$ cat src/hw/ddr_ctrl_pkg.sv
`default_nettype none

package ddr_ctrl_pkg;

    ////////////////////////////////////////////////////////////
    // Bus widths
    ////////////////////////////////////////////////////////////

    typedef logic [14:0] row_addr_t;    // A14..A0 during ACT
    typedef logic [9:0]  col_addr_t;    // A9..A0 during RD/WR
    typedef logic [2:0]  bank_t;        // BA2..BA0
    typedef logic [7:0]  dq_t;          // One lower byte lane beat
    typedef logic [14:0] mem_addr_t;    // Address pins

    localparam int BURST_BEATS = 4;     // Beats per access

    // Beat 0 sits in the low byte
    typedef logic [BURST_BEATS*$bits(dq_t)-1:0] burst_data_t;

    ////////////////////////////////////////////////////////////
    // Sequencer states
    ////////////////////////////////////////////////////////////

    typedef enum logic [3:0] {
        RESET_WAIT,     // Memory reset pin held low
        INIT_WAIT,      // Waiting on ZQ strobe
        ZQ_CAL,
        IDLE,
        REFRESH,        // REF issued here
        REFRESH_WAIT,   // tRFC
        ACTIVATE,       // ACT issued here
        BANK_ACTIVE,    // tRCD
        COLUMN,         // WR or RD issued here
        LATENCY_WAIT,   // WL / RL minus preamble
        BURST,          // Preamble then data beats
        PRECHARGE       // PRE issued here
    } seq_state_t;

    // {cs_n, ras_n, cas_n, we_n}
    typedef enum logic [3:0] {
        CMD_NOP = 4'b0111,
        CMD_REF = 4'b0001,
        CMD_ACT = 4'b0011,
        CMD_WR  = 4'b0100,
        CMD_RD  = 4'b0101,
        CMD_PRE = 4'b0010
    } mem_cmd_t;

    // Fixed column command bits
    localparam logic A10_AP  = 1'b0;    // No auto precharge
    localparam logic A12_BL8 = 1'b1;    // BL8 on the fly encoding

endpackage

`default_nettype wire

$ cat src/hw/ddr_cmd_encoder.sv
`timescale 1ns/10ps
`default_nettype none

module ddr_cmd_encoder import ddr_ctrl_pkg::*; (
    input  wire logic       CLK,
    input  wire logic       rst_n,
    input  wire seq_state_t state,
    input  wire mem_cmd_t   cmd,
    input  wire row_addr_t  row,
    input  wire col_addr_t  col,
    input  wire bank_t      bank,
    input  wire logic       is_write,
    output logic            cs_n,
    output logic            ras_n,
    output logic            cas_n,
    output logic            we_n,
    output mem_addr_t       addr,
    output bank_t           ba,
    output logic            dm,
    output logic            ddr_reset_n
);

    mem_addr_t col_word;
    logic      burst_q;     // Previous cycle was BURST
    logic      wr_beat;

    // A14:13 and A11 unused, A10 and A12 fixed
    assign col_word = {2'b00, A12_BL8, 1'b0, A10_AP, col};

    // First BURST cycle is the preamble
    assign wr_beat = is_write && (state == BURST) && burst_q;

    ////////////////////////////////////////////////////////////
    // Pin registers
    ////////////////////////////////////////////////////////////

    always_ff @(posedge CLK or negedge rst_n) begin
        if (!rst_n) begin
            {cs_n, ras_n, cas_n, we_n} <= CMD_NOP;
            addr        <= '0;
            ba          <= '0;
            dm          <= 1'b1;
            ddr_reset_n <= 1'b0;
            burst_q     <= 1'b0;
        end else begin
            {cs_n, ras_n, cas_n, we_n} <= cmd;
            burst_q     <= (state == BURST);
            dm          <= !wr_beat;                // Mask all but write data
            ddr_reset_n <= (state != RESET_WAIT);

            case (cmd)
                CMD_ACT: begin
                    addr <= row;
                    ba   <= bank;
                end
                CMD_WR, CMD_RD: begin
                    addr <= col_word;
                    ba   <= bank;
                end
                CMD_PRE: begin
                    addr <= '0;     // A10 low so one bank only
                    ba   <= bank;
                end
                default: addr <= '0;    // ba keeps last bank
            endcase
        end
    end

endmodule

`default_nettype wire

$ cat config.mk
export PLATFORM = sky130hd
export DESIGN_NAME = ddr_cmd_encoder
export DESIGN_NICKNAME = d
export VERILOG_FILES = /design/src/hw/ddr_ctrl_pkg.sv /design/src/hw/ddr_cmd_encoder.sv
export SDC_FILE = /design/constraint.sdc
export NUM_CORES = 1
export LEC_CHECK = 0
export BUFFER_PORTS_ARGS = -buffer_cell sky130_fd_sc_hd__buf_4
export CORE_ASPECT_RATIO = 1.2
export CORE_MARGIN = 4
export CORE_UTILIZATION = 41
export CTS_BUF_LIST = sky130_fd_sc_hd__clkbuf_8
export DETAILED_ROUTE_END_ITERATION = 16
export GPL_TIMING_DRIVEN = 0
export PLACE_DENSITY_LB_ADDON = 0.1
export SLEW_MARGIN = 10
export SYNTH_ARGS = -nofsm -noshare
export SYNTH_HDL_FRONTEND = slang
export SYNTH_SLANG_ARGS = --single-unit
$ cat constraint.sdc
create_clock -name CLK -period 0.84 [get_ports CLK]
set_clock_uncertainty 0.05 [all_clocks]
set_input_delay 0 -clock CLK [delete_from_list [all_inputs] [get_ports CLK]]
set_output_delay 0 -clock CLK [all_outputs]
set_load 0.005 [all_outputs]
==> results.ini <==
[drt]
route.vias.total=977
wl_per_cell_um=17.5
detail_route.iter0.violations=14
drtAntennaViolNets=0
drc_errors=0
dr.pass1.iters=4
routed_wl_um=3430
vias_per_cell=4.98

[global_route]
grt_pass1_vias=1018
overflow=0
grt.total_usage=0.215
grt_pass1_wl_um=4690
antenna_found_initial=0
grt_start_max_net_pins=26

[sta]
worst_slew_pin_slew_ns=0.496
relSlewSlack=0.669
period_minus_slack_ns=0.934
rsz0062_at_grt=yes
fmax_mhz=1070
setup_ws_ns=-0.0937
finalHoldWorstSlack_ns=-0.133
finalHoldViolCount=3
finalCritPeriodShare=1.11
slew_viol_final=0
report.final.setup_viol=7

[placed_design]
pre_cts_ws_ns=-0.107
io_buffers=62
dp_hpwl_um=1660
gp_congestion=0.656

[final_layout]
final_layout_size_suffix_gt1_frac=0.494
antenna_cells=0
layout_commonest_cell=buf_4
final_util=0.905
nFillCells=77
area_growth_pct=110
layout_common_cells=51 x buf_4, 29 x dlygate4sd3_1, 21 x dfrtp_1
fin_nets=206

[pwr]
power.total_w=0.00258
p_leak_nw=0.934
pwr_density_cell_nw_per_um2=1390
vdd_ir_drop_max_mv=1.50

[synth]
yosysUniqueCellTypes=17
ys_top_cells_by_area=dfrtp_1 59%, dfstp_2 12%, a22oi_1 8.5%
syn-instance-count=67
synth.avg_cell_area_um2=13.2
synth_edf_count=0
synth_seq_cells=25
ys_warn_count=0
synth-async-reset-ratio=1.00
synth_area_um2=885
synth_top_area_frac=0.594
ys.flop_type=dfrtp_1
syn-num-nets=106
synth_area_leader_cell=dfrtp_1
synth_seq_area_share=0.713

[floorplanning]
rows=18
die-area_um2=2970
coreArea_um2=2050
ios=63
die_height_um=58.9
initial_core_util=0.432
die_w_um=50.4

[clocking]
numCtsBuffers=3
clk_latency_ns=0.26
hold_buffers=35
clockBufferDepth=2
cts-root-buf=clkbuf_8
clk_pin_slew_ns=0.08
cts_max_level=1
cts_tree=yes
clock-sinks=25
post_cts_buffers=0

[hold_path]
hold_path.class=in -> reg
hp-start=state[2]

[setup_path]
path_max_fanout=1
cp-end-kind=output pin
max_stage_delay_ns=0.54
crit_slowest_cell=dfstp_2
r2r-start=ba[2]
critPathRequiredTime_ns=0.79
cp_top_family=flip-flops
crit_type=reg -> out
cp_cell_sequence=buf_6
cp-start-kind=flop
cp.arrival_ns=0.88
path_buf_inv=1
worstSetupStartpoint=dm

[flow_run]
drv_cap=0

[outcome]
status=finished, violations left
violations=negative hold slack, negative setup slack

cells by family (layout without fill, tap and decap cells):
| family | after synthesis | in the layout | synth area share |
|---|---|---|---|
| AOI/OAI and AO/OA | 11 | 11 | 0.0905 |
| xor gates and xnor gates | 1 | 1 | 0.00990 |
| buffers and inverters | 3 | 102 | 0.0156 |
| DFF | 25 | 25 | 0.713 |
| muxes | 3 | 3 | 0.0382 |
| and+or+nand+nor | 24 | 24 | 0.133 |
registers in the layout, summed over array words and instances, names as in the netlist:
signal,count
ras_n,1
cs_n,1
ddr_reset_n,1
dm,1
cas_n,1
addr,15
we_n,1
ba,3
burst_q,1
cell usage after synthesis (2+ instances only):
cell type and number:
a22oi_1 10, and2_1 4, buf_2 2, dfrtp_1 21, dfstp_2 4, mux2_2 3, nand2_1 2, nor2_1 11
nor3_1 2
what timing repair did:
| item | 4_1_cts | 5_1_grt |
|---|---|---|
| pin swaps | 0 | 7 |
| resized for setup | 4 | 20 |
| hold endpoints to repair | 50 | 3 |
| cloned | 0 | 0 |
| setup endpoints to repair | 4 | 18 |
report_power, final:
| part | switching [W] | total, W | internal (W) |
|---|---|---|---|
| sequential | 0.0000303 | 0.00130 | 0.00127 |
| clock | 0.000370 | 0.000696 | 0.000326 |
| combinational | 0.000206 | 0.000583 | 0.000378 |
| total | 0.000605 | 0.00258 | 0.00198 |
routing by layer:
layer | wire (um) | part of all wire | track usage | vias up
li1 | - | - | - | 425
met1 | 1170 | 0.34 | 0.212 | 485
met2 | 1900 | 0.55 | 0.431 | 51
met3 | 197 | 0.057 | 0.0228 | 16
met4 | 162 | 0.047 | 0.112 | 0
met5 | 0 | 0 | 0 | -
final timing paths:
kind / endpoint / slack (ns) / depth (start not counted)
setup / recovery: dm / -0.09 / 1
hold / removal: burst_q / -0.13 / 2
setup reg to reg: ba[2] / 0.02 / 1
hold reg to reg: dm / 0.37 / 1
max in group asynchronous: dm / 0.34 / 2
min in group asynchronous: addr[11] / 0.11 / 2
metrics by stage:
stage	cells	cell area (um2)	setup TNS [ns]
6_report	196	1860	-0.401
4_1_cts	198	1800	-0.339
3_3_place_gp	159	1390	-0.598
5_1_grt	196	1860	-0.658
2_1_floorplan	67	885	0
3_5_place_dp	159	1390	-0.823
cell type report:
class,count,area (um2),area share
Buffer,3,16.3,0.00877
Clock buffer,3,41.3,0.0223
Clock inverter,1,3.75,0.00202
Multi-Input combinational cell,39,278,0.150
Sequential cell,25,631,0.340
Tap cell,30,37.5,0.0202
Timing Repair Buffer,95,848,0.457
No activity file was read; power rests on OpenSTA's default activity.
