`src/hw/ddr_ctrl_pkg.sv`:
```
`default_nettype none

package ddr_ctrl_pkg;

    ////////////////////////////////////////////////////////////
    // Bus widths
    ////////////////////////////////////////////////////////////

    typedef logic [14:0] row_addr_t;    // A14..A0 during ACT
    typedef logic [9:0]  col_addr_t;    // A9..A0 during RD/WR
    typedef logic [2:0]  bank_t;        // BA2..BA0
    typedef logic [7:0]  dq_t;          // One lower byte lane beat
    typedef logic [14:0] mem_addr_t;    // Address pins

    localparam int BURST_BEATS = 4;     // Beats per access

    // Beat 0 sits in the low byte
    typedef logic [BURST_BEATS*$bits(dq_t)-1:0] burst_data_t;

    ////////////////////////////////////////////////////////////
    // Sequencer states
    ////////////////////////////////////////////////////////////

    typedef enum logic [3:0] {
        RESET_WAIT,     // Memory reset pin held low
        INIT_WAIT,      // Waiting on ZQ strobe
        ZQ_CAL,
        IDLE,
        REFRESH,        // REF issued here
        REFRESH_WAIT,   // tRFC
        ACTIVATE,       // ACT issued here
        BANK_ACTIVE,    // tRCD
        COLUMN,         // WR or RD issued here
        LATENCY_WAIT,   // WL / RL minus preamble
        BURST,          // Preamble then data beats
        PRECHARGE       // PRE issued here
    } seq_state_t;

    // {cs_n, ras_n, cas_n, we_n}
    typedef enum logic [3:0] {
        CMD_NOP = 4'b0111,
        CMD_REF = 4'b0001,
        CMD_ACT = 4'b0011,
        CMD_WR  = 4'b0100,
        CMD_RD  = 4'b0101,
        CMD_PRE = 4'b0010
    } mem_cmd_t;

    // Fixed column command bits
    localparam logic A10_AP  = 1'b0;    // No auto precharge
    localparam logic A12_BL8 = 1'b1;    // BL8 on the fly encoding

endpackage

`default_nettype wire

```
`src/hw/ddr_dq_path.sv`:
```
`timescale 1ns/10ps
`default_nettype none

module ddr_dq_path import ddr_ctrl_pkg::*; (
    input  wire logic        CLK,
    input  wire logic        rst_n,
    input  wire seq_state_t  state,
    input  wire logic        is_write,
    input  wire burst_data_t wr_word,
    input  wire dq_t         dq_in,
    output dq_t              dq_out,
    output logic             dq_oe,
    output logic             dqs,
    output logic             dqs_n,
    output burst_data_t      rd_data,
    output logic             rd_valid
);

    localparam int DW     = $bits(dq_t);
    localparam int BW     = $bits(burst_data_t);
    localparam int BEAT_W = $clog2(BURST_BEATS + 1);

    logic [BEAT_W-1:0] beat_cnt;    // 0 is preamble, then beats 1..4
    logic              in_burst;
    logic              data_beat;
    logic              rd_beat_q;   // Pin cycle holds a read beat
    logic              rd_last_q;   // Pin cycle holds the last read beat
    burst_data_t       wr_shift;
    burst_data_t       rd_shift;

    assign in_burst  = (state == BURST);
    assign data_beat = in_burst && (beat_cnt != '0);

    ////////////////////////////////////////////////////////////
    // Strobe and direction
    ////////////////////////////////////////////////////////////

    always_ff @(posedge CLK or negedge rst_n) begin
        if (!rst_n) begin
            beat_cnt  <= '0;
            dqs       <= 1'b1;      // Parked high
            dqs_n     <= 1'b0;
            dq_oe     <= 1'b0;
            rd_beat_q <= 1'b0;
            rd_last_q <= 1'b0;
            rd_valid  <= 1'b0;
        end else begin
            beat_cnt <= in_burst ? beat_cnt + 1'b1 : '0;

            // Low on preamble then 1 0 1 0
            dqs   <= in_burst ? beat_cnt[0] : 1'b1;
            dqs_n <= in_burst ? !beat_cnt[0] : 1'b0;

            dq_oe     <= is_write && data_beat;
            rd_beat_q <= !is_write && data_beat;
            rd_last_q <= !is_write && in_burst && (beat_cnt == BEAT_W'(BURST_BEATS));
            rd_valid  <= rd_last_q;             // Single pulse
        end
    end

    ////////////////////////////////////////////////////////////
    // Data beats
    ////////////////////////////////////////////////////////////

    always_ff @(posedge CLK) begin
        // Load on preamble, low byte goes first
        if (in_burst && (beat_cnt == '0))
            wr_shift <= wr_word;
        else if (data_beat)
            wr_shift <= wr_shift >> DW;
        dq_out <= wr_shift[DW-1:0];

        // Sampled at the end of each pin beat
        if (rd_beat_q)
            rd_shift <= {dq_in, rd_shift[BW-1:DW]};
        if (rd_last_q)
            rd_data <= {dq_in, rd_shift[BW-1:DW]};  // Fourth beat lands on top
    end

endmodule

`default_nettype wire

```
`config.mk`:
```
export PLATFORM = sky130hd
export DESIGN_NAME = ddr_dq_path
export DESIGN_NICKNAME = d
export VERILOG_FILES = /design/src/hw/ddr_ctrl_pkg.sv /design/src/hw/ddr_dq_path.sv
export SDC_FILE = /design/constraint.sdc
export NUM_CORES = 1
export LEC_CHECK = 0
export ABC_AREA = 1
export BUFFER_PORTS_ARGS = -buffer_cell sky130_fd_sc_hd__buf_2
export CAP_MARGIN = 20
export CORE_ASPECT_RATIO = 0.9
export CORE_UTILIZATION = 47
export DETAILED_ROUTE_END_ITERATION = 7
export PLACE_DENSITY = 0.72
export SETUP_SLACK_MARGIN = 0.05
export SLEW_MARGIN = 20
export SYNTH_ARGS = -nofsm -noshare
export SYNTH_HDL_FRONTEND = slang
export SYNTH_SLANG_ARGS = --single-unit
```
`constraint.sdc`:
```
create_clock -name CLK -period 1.65 [get_ports CLK]
set_clock_uncertainty 0.2 [all_clocks]
set_input_delay 0.0825 -clock CLK [delete_from_list [all_inputs] [get_ports CLK]]
set_output_delay 0.0825 -clock CLK [all_outputs]
set_load 0.01 [all_outputs]
```
==> flow_summary.toml <==
[global_routing]
grt_use_met3_pct = 3.85
global_route_congestion_overflow_total = 0
antenna_found_initial = 0
global_route.usage.met2_pct = 29.2
global_route.usage.met1_pct = 21.3
grt_usage_pct = 17.7
grt_start_max_net_pins = 34
first_global_vias = 2217
grt_first_pass_wirelength_mm = 10.5
top_usage_layer = "met2"

[logic_synthesis]
synthCells = 224
syn-num-nets = 273
async_flop_share_pct = 7.69
synth_edf_count = 88
synth_top_cells_by_area = "sky130_fd_sc_hd__edfxtp_1, sky130_fd_sc_hd__nand2_1, sky130_fd_sc_hd__dfrtp_1"
synthTopCellsByCount = "sky130_fd_sc_hd__edfxtp_1, sky130_fd_sc_hd__nand2_1, sky130_fd_sc_hd__nand4_1"
post_synth_instance_area_sq_um = 3630
netlist-cell-type-count = 20
netlist.area_leader.share_pct = 72.9
ys_warn_count = 0
yosys_register_bits = 104
synth.largest_area_cell = "sky130_fd_sc_hd__edfxtp_1"
yosysSeqAreaShare_pct = 82.8
synth-main-ff-cell = "sky130_fd_sc_hd__edfxtp_1"
syn_area_per_cell_sq_um = 16.2
yosysMostFrequentCell = "sky130_fd_sc_hd__edfxtp_1"

[worst_setup_path]
worstReg2RegStart = "beat_cnt[0]"
regToRegEndpoint = "wr_shift[2]"
end_kind = "register"
worst_path_most_repeated_cell = "sky130_fd_sc_hd__nand2_1"
timing.critical_path.cells = "inv_2 -> ha_4 -> inv_4 -> nor2_8 -> nand3_4 -> buf_12 -> nand2_1 -> nand2_1"
crit_path_top_delay_cell = "sky130_fd_sc_hd__dfrtp_1"
critical_path_arrival_ns = 1.53
reg2reg_setup_slack_ns = 0.04
worst_path_largest_cell_delay_ns = 0.40
crit_path_start_kind = "register"
path_max_fanout = 16
required_ns = 1.57
reg2regPathDepth = 8
critical_path_class = "register to register"

[timing]
fin_hold_ws_ns = 0.0483
timing.slew.headroom_pct = 78.1
post_layout_minimum_cycle_time_ns = 1.61
rsz_0062_raised_after_global_routing = "yes"
worst_slew_pin_slew_ns = 0.329
fin_crit_sh_pct = 97.4
timing.final.max_slew_violations = 0
finalSetupViolations = 0
finalHoldViolations = 0
max_freq_mhz = 622

[cts]
tritoncts_clock_tree = "yes"
clkSlewWorstSetupHoldPaths_ns = 0.09
cts_buffers = 9
clockBufferDepth = 2
clkSinkCount = 104
clock_tree.root_cell = "sky130_fd_sc_hd__clkbuf_8"
clock_latency_ns = 0.36
htree_num_levels = 3

[placement]
detailed_place.area_sq_um = 4280
gp_congestion = 0.722
numPortBuffers = 90
dpl.hpwl_mm = 3.74

[power]
switching_share_pct = 21.5
clock_power_share_pct = 30.9
p_int_mw = 3.57
power_share_of_the_sequential_group_pct = 62.8
static-leakage-power_nw = 2.04
netSwitchingPower_mw = 0.979
ir_worst_vdd_v = 0.000464
power.total_mw = 4.55
comb_power_share_pct = 6.3
power_per_cell_area_nw_per_um2 = 894

[route]
detail_route.iter0.violations = 132
route.detailed.vias_per_inst = 4.78
number_of_optimization_iterations_in_the_first_detailed_route_pass = 4
remaining_drc_errors = 0
route.detailed.wl_per_inst_um = 14.2
ant_nets = 0
routed_wl_mm = 6.82
dr_total_vias = 2289

[floorplanning]
die-area_sq_um = 8070
die_width_um = 94.6
num_rows = 30
core_area_sq_um = 7510
die_height_um = 85.3
floorplan.initialDensity_pct = 48.3
io-pin-count = 91

[cells_and_area]
fill_cell_instance_count_of_the_final_layout = 503
synthToLayoutAreaGrowth_pct = 40.3
final_cell_area_sq_um = 5090
final_layout_size_suffix_gt1_share_pct = 40.2
num_antenna_cells = 0
layout.nets = 427

[worst_hold_path]
holdCritStartpoint = "state[2]"
hold_path_end = "rd_last_q"
hold_path_class = "input pin to register"
timing.hold.worst_path_depth = 5

[outcome]
outcome = "complete, no violations"

[run]
drv_cap = 0
[layout by cell type (no fill, tap or decap), drive strengths merged, types with 3 or more instances in the layout]
master,synthesis,layout
nand2,50,50
buf,9,108
clkbuf,0,9
clkinvlp,0,3
edfxtp,88,88
dfrtp,7,7
inv,16,16
dlygate4sd3,0,44
nand4,24,24
clkinv,0,4
dfxtp,8,8
nor2,14,14
[critical path, delay by kind of cell, from the launching register on]
family                   cells  cell delay, ns
flip-flops                   1            0.40
adder cells (fa/ha/maj)      1            0.14
buffers and inverters        3            0.29
AND/OR/NAND/NOR              4            0.33
[final cells by class]
cell class / count / area [sq um] / area share (%)
Inverter: 16 / 66.3 / 1.30
Sequential cell: 104 / 3000 / 59.0
Multi-Input combinational cell: 95 / 608 / 11.9
Timing Repair Buffer: 152 / 1110 / 21.8
Clock buffer: 9 / 124 / 2.43
Clock inverter: 7 / 57.6 / 1.13
Tap cell: 96 / 120 / 2.36
[power by group through the flow]
stage / Clock, mW / Combinational (mW) / Sequential, mW
after detailed placement: 0 / 0.172 / 2.91
after floorplan: 0 / 0.0749 / 2.92
final: 1.41 / 0.288 / 2.86
after global placement: 0 / 0.166 / 2.91
after global routing: 1.54 / 0.311 / 2.86
after CTS: 1.45 / 0.260 / 2.86
[per-stage QoR]
stage / cells / setup WS (ns) / setup TNS [ns] / utilization, %
final: 479 / 0.0429 / 0 / 67.8
after global routing: 479 / -0.0303 / -0.221 / 67.8
after CTS: 477 / 0.0110 / 0 / 66.1
after detailed placement: 414 / 0.0269 / 0 / 57.0
after global placement: 414 / 0.0753 / 0 / 57.0
after floorplan: 224 / 0.00321 / 0 / -
[state kept, by name, summed over array words and instances, names as in the netlist]
register	flops
rd_shift	24
rd_last_q	1
dq_oe	1
dqs	1
wr_shift	32
dq_out	8
rd_data	32
rd_beat_q	1
beat_cnt	3
rd_valid	1
[timing repair]
action                                  CTS  global route
gates resized for setup                   5            30
gates cloned                              1             0
buffers inserted                          2             2
pin swaps                                 1             0
endpoints found under the hold margin    59             0
hold buffers                             44             0
endpoints found under the setup margin   24            32
[layer usage]
layer,share of wire (%),wire (um)
met3,5.2,354
met4,2.8,193
met1,38,2580
met5,0,0
met2,54,3700
[cells by family (layout without fill, tap and decap cells)]
| kind of cell | count (synthesis) | after routing | share of synthesized area [%] |
|---|---|---|---|
| fa+ha+maj | 2 | 2 | 0.690 |
| simple gates | 92 | 92 | 12.6 |
| buf+inv | 25 | 184 | 3.66 |
| xor+xnor | 1 | 1 | 0.242 |
| flops | 104 | 104 | 82.8 |
[worst max path at each step]
stage	from	to	slack (ns)
2_1_floorplan	beat_cnt[0]	wr_shift[20]	0.003
3_3_place_gp	beat_cnt[1]	wr_shift[9]	0.08
3_5_place_dp	beat_cnt[1]	wr_shift[17]	0.03
4_1_cts	beat_cnt[0]	wr_shift[29]	0.01
5_1_grt	beat_cnt[0]	wr_shift[14]	-0.03
6_report	beat_cnt[0]	wr_shift[2]	0.04
No activity file was read; power rests on OpenSTA's default activity.
