`src/hw/ddr_ctrl_pkg.sv`:
```
`default_nettype none

package ddr_ctrl_pkg;

    ////////////////////////////////////////////////////////////
    // Bus widths
    ////////////////////////////////////////////////////////////

    typedef logic [14:0] row_addr_t;    // A14..A0 during ACT
    typedef logic [9:0]  col_addr_t;    // A9..A0 during RD/WR
    typedef logic [2:0]  bank_t;        // BA2..BA0
    typedef logic [7:0]  dq_t;          // One lower byte lane beat
    typedef logic [14:0] mem_addr_t;    // Address pins

    localparam int BURST_BEATS = 4;     // Beats per access

    // Beat 0 sits in the low byte
    typedef logic [BURST_BEATS*$bits(dq_t)-1:0] burst_data_t;

    ////////////////////////////////////////////////////////////
    // Sequencer states
    ////////////////////////////////////////////////////////////

    typedef enum logic [3:0] {
        RESET_WAIT,     // Memory reset pin held low
        INIT_WAIT,      // Waiting on ZQ strobe
        ZQ_CAL,
        IDLE,
        REFRESH,        // REF issued here
        REFRESH_WAIT,   // tRFC
        ACTIVATE,       // ACT issued here
        BANK_ACTIVE,    // tRCD
        COLUMN,         // WR or RD issued here
        LATENCY_WAIT,   // WL / RL minus preamble
        BURST,          // Preamble then data beats
        PRECHARGE       // PRE issued here
    } seq_state_t;

    // {cs_n, ras_n, cas_n, we_n}
    typedef enum logic [3:0] {
        CMD_NOP = 4'b0111,
        CMD_REF = 4'b0001,
        CMD_ACT = 4'b0011,
        CMD_WR  = 4'b0100,
        CMD_RD  = 4'b0101,
        CMD_PRE = 4'b0010
    } mem_cmd_t;

    // Fixed column command bits
    localparam logic A10_AP  = 1'b0;    // No auto precharge
    localparam logic A12_BL8 = 1'b1;    // BL8 on the fly encoding

endpackage

`default_nettype wire

```
`src/hw/ddr_seq_fsm.sv`:
```
`timescale 1ns/10ps
`default_nettype none

module ddr_seq_fsm import ddr_ctrl_pkg::*; #(
    parameter int RESET_CYCLES = 10,
    parameter int T_RFC        = 103,
    parameter int T_RCD        = 10,
    parameter int WL           = 7,
    parameter int RL           = 5
) (
    input  wire logic        CLK,
    input  wire logic        rst_n,
    input  wire logic        zqcl,
    input  wire logic        refresh_req,
    input  wire logic        write_req,
    input  wire logic        read_req,
    input  wire row_addr_t   row_addr,
    input  wire col_addr_t   col_addr,
    input  wire bank_t       bank_addr,
    input  wire burst_data_t wr_data,
    output seq_state_t       state,
    output mem_cmd_t         cmd,
    output logic             is_write,
    output row_addr_t        row,
    output col_addr_t        col,
    output bank_t            bank,
    output burst_data_t      wr_word,
    output logic             idle
);

    localparam int TMR_W = 16;  // Covers tRFC with room

    logic [TMR_W-1:0] timer;    // Shared down counter
    logic [TMR_W-1:0] lat_wait; // Cycles between column cmd and preamble
    logic             rw_req;
    logic             accept_rw;

    assign rw_req = write_req | read_req;

    // Column cycle and preamble cycle are part of the latency
    assign lat_wait = is_write ? TMR_W'(WL - 2) : TMR_W'(RL - 2);

    // Sampled only once idle is visible outside
    assign accept_rw = (state == IDLE) && idle && !refresh_req && rw_req;

    ////////////////////////////////////////////////////////////
    // State, timer and command
    ////////////////////////////////////////////////////////////

    always_ff @(posedge CLK or negedge rst_n) begin
        if (!rst_n) begin
            state    <= RESET_WAIT;
            cmd      <= CMD_NOP;
            timer    <= TMR_W'(RESET_CYCLES - 1);
            is_write <= 1'b0;
            idle     <= 1'b0;
        end else begin
            cmd  <= CMD_NOP;            // Commands last one cycle
            idle <= (state == IDLE);    // Lines up with the pins

            case (state)
                RESET_WAIT: begin
                    if (timer == '0)
                        state <= INIT_WAIT;
                    else
                        timer <= timer - 1'b1;
                end

                INIT_WAIT: begin
                    if (zqcl)
                        state <= ZQ_CAL;
                end

                ZQ_CAL: state <= IDLE;

                IDLE: begin
                    if (idle && refresh_req) begin  // Refresh first
                        state <= REFRESH;
                        cmd   <= CMD_REF;
                    end else if (accept_rw) begin
                        state    <= ACTIVATE;
                        cmd      <= CMD_ACT;
                        is_write <= write_req;      // Write beats read
                    end
                end

                REFRESH: begin
                    state <= REFRESH_WAIT;
                    timer <= TMR_W'(T_RFC - 1);
                end

                REFRESH_WAIT: begin
                    if (timer != '0) begin
                        timer <= timer - 1'b1;
                    end else if (refresh_req) begin // Back to back refresh
                        state <= REFRESH;
                        cmd   <= CMD_REF;
                    end else begin
                        state <= IDLE;
                    end
                end

                ACTIVATE: begin
                    state <= BANK_ACTIVE;
                    timer <= TMR_W'(T_RCD - 1);
                end

                BANK_ACTIVE: begin
                    if (timer != '0) begin
                        timer <= timer - 1'b1;
                    end else begin
                        state <= COLUMN;
                        cmd   <= is_write ? CMD_WR : CMD_RD;
                    end
                end

                COLUMN: begin
                    if (lat_wait == '0) begin       // Latency of two
                        state <= BURST;
                        timer <= TMR_W'(BURST_BEATS);
                    end else begin
                        state <= LATENCY_WAIT;
                        timer <= lat_wait - 1'b1;
                    end
                end

                LATENCY_WAIT: begin
                    if (timer != '0) begin
                        timer <= timer - 1'b1;
                    end else begin
                        state <= BURST;
                        timer <= TMR_W'(BURST_BEATS);   // Preamble plus beats
                    end
                end

                BURST: begin
                    if (timer != '0) begin
                        timer <= timer - 1'b1;
                    end else begin
                        state <= PRECHARGE;
                        cmd   <= CMD_PRE;
                    end
                end

                PRECHARGE: state <= IDLE;

                default: state <= RESET_WAIT;
            endcase
        end
    end

    ////////////////////////////////////////////////////////////
    // Request payload
    ////////////////////////////////////////////////////////////

    // Held until the next accepted access
    always_ff @(posedge CLK) begin
        if (accept_rw) begin
            row     <= row_addr;
            col     <= col_addr;
            bank    <= bank_addr;
            wr_word <= wr_data;     // Taken even for reads
        end
    end

endmodule

`default_nettype wire

```
`config.mk`:
```
export PLATFORM = sky130hd
export DESIGN_NAME = ddr_seq_fsm
export DESIGN_NICKNAME = d
export VERILOG_FILES = /design/src/hw/ddr_ctrl_pkg.sv /design/src/hw/ddr_seq_fsm.sv
export SDC_FILE = /design/constraint.sdc
export NUM_CORES = 1
export LEC_CHECK = 0
export BUFFER_PORTS_ARGS = -buffer_cell sky130_fd_sc_hd__buf_2
export CORE_MARGIN = 8
export CORE_UTILIZATION = 44
export DETAILED_ROUTE_END_ITERATION = 6
export GPL_ROUTABILITY_DRIVEN = 0
export HOLD_SLACK_MARGIN = 0.15
export PLACE_DENSITY = 0.75
export SYNTH_ARGS = -nofsm -noshare
export SYNTH_HDL_FRONTEND = slang
export SYNTH_SLANG_ARGS = --single-unit
```
`constraint.sdc`:
```
create_clock -name CLK -period 3.2 [get_ports CLK]
set_input_delay 0 -clock CLK [delete_from_list [all_inputs] [get_ports CLK]]
set_output_delay 0 -clock CLK [all_outputs]
set_load 0.005 [all_outputs]
```
==> results.json <==
{
  "dp_hpwl_um": 6757,
  "setup_viol": 0,
  "cp_slowest_cell": "dfrtp_1",
  "synth_top_cell_by_area": "edfxtp_1",
  "crit_required_ps": 3470,
  "drive_gt1_frac": 0.3685,
  "timing.final.crit_share": 0.7581,
  "final.setup_skew_ps": 9.239,
  "hp-class": "input pin to asynchronous set/reset pin",
  "synth.most_common_cell": "edfxtp_1",
  "coreArea_mm2": 0.007727,
  "status": "finished clean",
  "worst_slew_pin_slew_ps": 576.3,
  "power.leakage_uw": 0.002102,
  "start_util": 0.4539,
  "synth.area.top_cells": "edfxtp_1 51%, dfrtp_1 14%, dfstp_2 3.7%",
  "synth_area_per_cell_um2": 13.92,
  "wl_um": 9937,
  "antenna_found_initial": 0,
  "cp_max_fo": 19,
  "r2r_slack_ps": 770,
  "synth_cells": 252,
  "cts.clk_slew.worst_paths_ps": 90,
  "synth-seq-cells": 85,
  "wl_per_cell_um": 17.56,
  "grt_util_met1": 0.2188,
  "antenna_cells": 0,
  "yosysSeqAreaShare": 0.6939,
  "ctsResizeCount": 0,
  "layout_min_cycle_time_ps": 2426,
  "syn_area_mm2": 0.003507,
  "place_area_mm2": 0.004305,
  "crit_chain": "or3_1 -> a21oi_1 -> o22ai_1 -> and2_1 -> a21o_1 -> a211o_1",
  "ctsRootBufferMaster": "clkbuf_8",
  "crit_type": "flip-flop to flip-flop",
  "grt-ovfl-total": 0,
  "async_flop_share": 0.2941,
  "finalHoldViolCount": 0,
  "grt_use_total": 0.1794,
  "start_kind": "flip-flop",
  "drtIter0Drc": 145,
  "final_nets": 527,
  "h-tree-depth": 3,
  "post-route-drc-count": 0,
  "max_stage_delay_ps": 600,
  "max_cap_violations": 0,
  "grt_pass1_wl_um": 15980,
  "drv_slew": 0,
  "fp.dieW_um": 105.3,
  "post-place-ws_ps": 806.0,
  "cts_made_buffers": 9,
  "worst_ep_arrival_time_ps": 2700,
  "port_buffers": 134,
  "ys_warn_count": 0,
  "yosys.cell_types.count": 54,
  "rsz0062_at_grt": "false",
  "vias": 2871,
  "cts_tree": "yes",
  "timing.setup.tns_ps": 0,
  "ys.flop_type": "edfxtp_1",
  "fp.dieH_um": 105.3,
  "setup_ws_ps": 774.0,
  "syn2layout_area_growth_pct": 47.81,
  "syn_nets": 320,
  "design_area_mm2": 0.005184,
  "pin_count": 136,
  "synth_edf_count": 60,
  "critPathTopFamily": "compound AO/OA/AOI/OAI gates",
  "globalRouteMet3Util": 0.05907,
  "synth_common_cells": "60 x edfxtp_1, 20 x dfrtp_1, 20 x nor2_1",
  "post-place-cells": 482,
  "clock_sinks": 85,
  "ant_nets": 0,
  "critPathBufInv": 0,
  "vdd_ir_drop_max_v": 0.0005384,
  "top_usage_layer": "met2",
  "use_met2": 0.3031,
  "insertion_delay_ps": 340,
  "p_per_area_mw_per_mm2": 653.4,
  "grt_max_degree": 61,
  "yosys.area.top_type_share": 0.5137,
  "instances_no_fill": 566,
  "die_area_mm2": 0.01108,
  "vias_per_cell": 5.072,
  "clock_path_buffers": 2,
  "grt_pass1_vias": 2894,
  "endpoint_kind": "flip-flop",
  "rows": 32,
  "power_uw": 3387,
  "firstDrtPassIters": 4,
  "fmax_ghz": 0.4122,
  "timing.slew.headroom": 0.6158
}
[placed cells by master (no fill, tap or decap), types with 5 or more instances in the layout]
cell type        n
nor3_1           8
inv_1            7
dfstp_2          5
edfxtp_1        60
buf_2          134
a21oi_1          8
clkbuf_8         9
dfrtp_1         20
o21ai_0          9
a211oi_1         8
nand2_1         19
dlygate4sd3_1   68
nor2_1          20
nand2b_1         7
xnor2_1          9
[kinds of logic after synthesis]
logic type / synth area share
fa+ha+maj: 0.007134
xor+xnor: 0.02497
mux: 0.002854
simple gates: 0.1202
buf+inv: 0.01998
compound gates: 0.1299
flops: 0.6939
other cells: 0.001069
[timing repair]
item | 4_1_cts | 5_1_grt
endpoints found under the hold margin | 90 | 0
hold buffers | 68 | 0
buffers inserted | 0 | 0
[area by class of cell]
class,count,area [um^2]
repair buffers,206,1394
multi-input cells,150,1005
flip-flops and latches,85,2434
clock buffers,9,123.9
fillers,541,2544
clock inverters,7,73.82
well taps,102,127.6
inverters,7,26.28
[state kept, by name (all words and copies together) (netlist names)]
| register | count |
|---|---|
| timer | 16 |
| idle | 1 |
| cmd | 3 |
| col | 10 |
| wr_word | 32 |
| is_write | 1 |
| state | 4 |
| bank | 3 |
| row | 15 |
[power by group]
part / total (uW) / internal [uW] / switching, uW
clock: 751 / 363 / 388
sequential: 1570 / 1360 / 209
combinational: 1070 / 491 / 575
[per-layer routing]
layer  up-vias  wire length (um)
met5         -                 0
met4         0                76
met3         8               818
met2       124              4897
met1      1372              4145
li1       1367                 -
[final timing paths]
check / startpoint / endpoint / cells after the start
worst max-delay path: state[1] / timer[3] / 6
min in group CLK: wr_data[12] / wr_word[12] / 2
max in group asynchronous: rst_n / timer[13] / 2
worst min-delay path: rst_n / timer[5] / 2
worst min register to register: timer[5] / timer[5] / 1
worst max register to register: state[1] / timer[3] / 6
[worst reg2reg max path, cell delays in order, from the launching register on]
cell and delay, ps:
dfrtp_1 600, or3_1 440, a21oi_1 320, o22ai_1 250
and2_1 290, a21o_1 170, a211o_1 290
[metrics by stage]
step | utilization | hold WS, ps
final | 0.6708 | 161.8
after global routing | 0.6708 | 211.0
after floorplan | - | -295.6
after global placement | 0.5572 | 19.23
after CTS | 0.6708 | 164.5
after detailed placement | 0.5572 | 27.15
No activity file was read; power rests on OpenSTA's default activity.
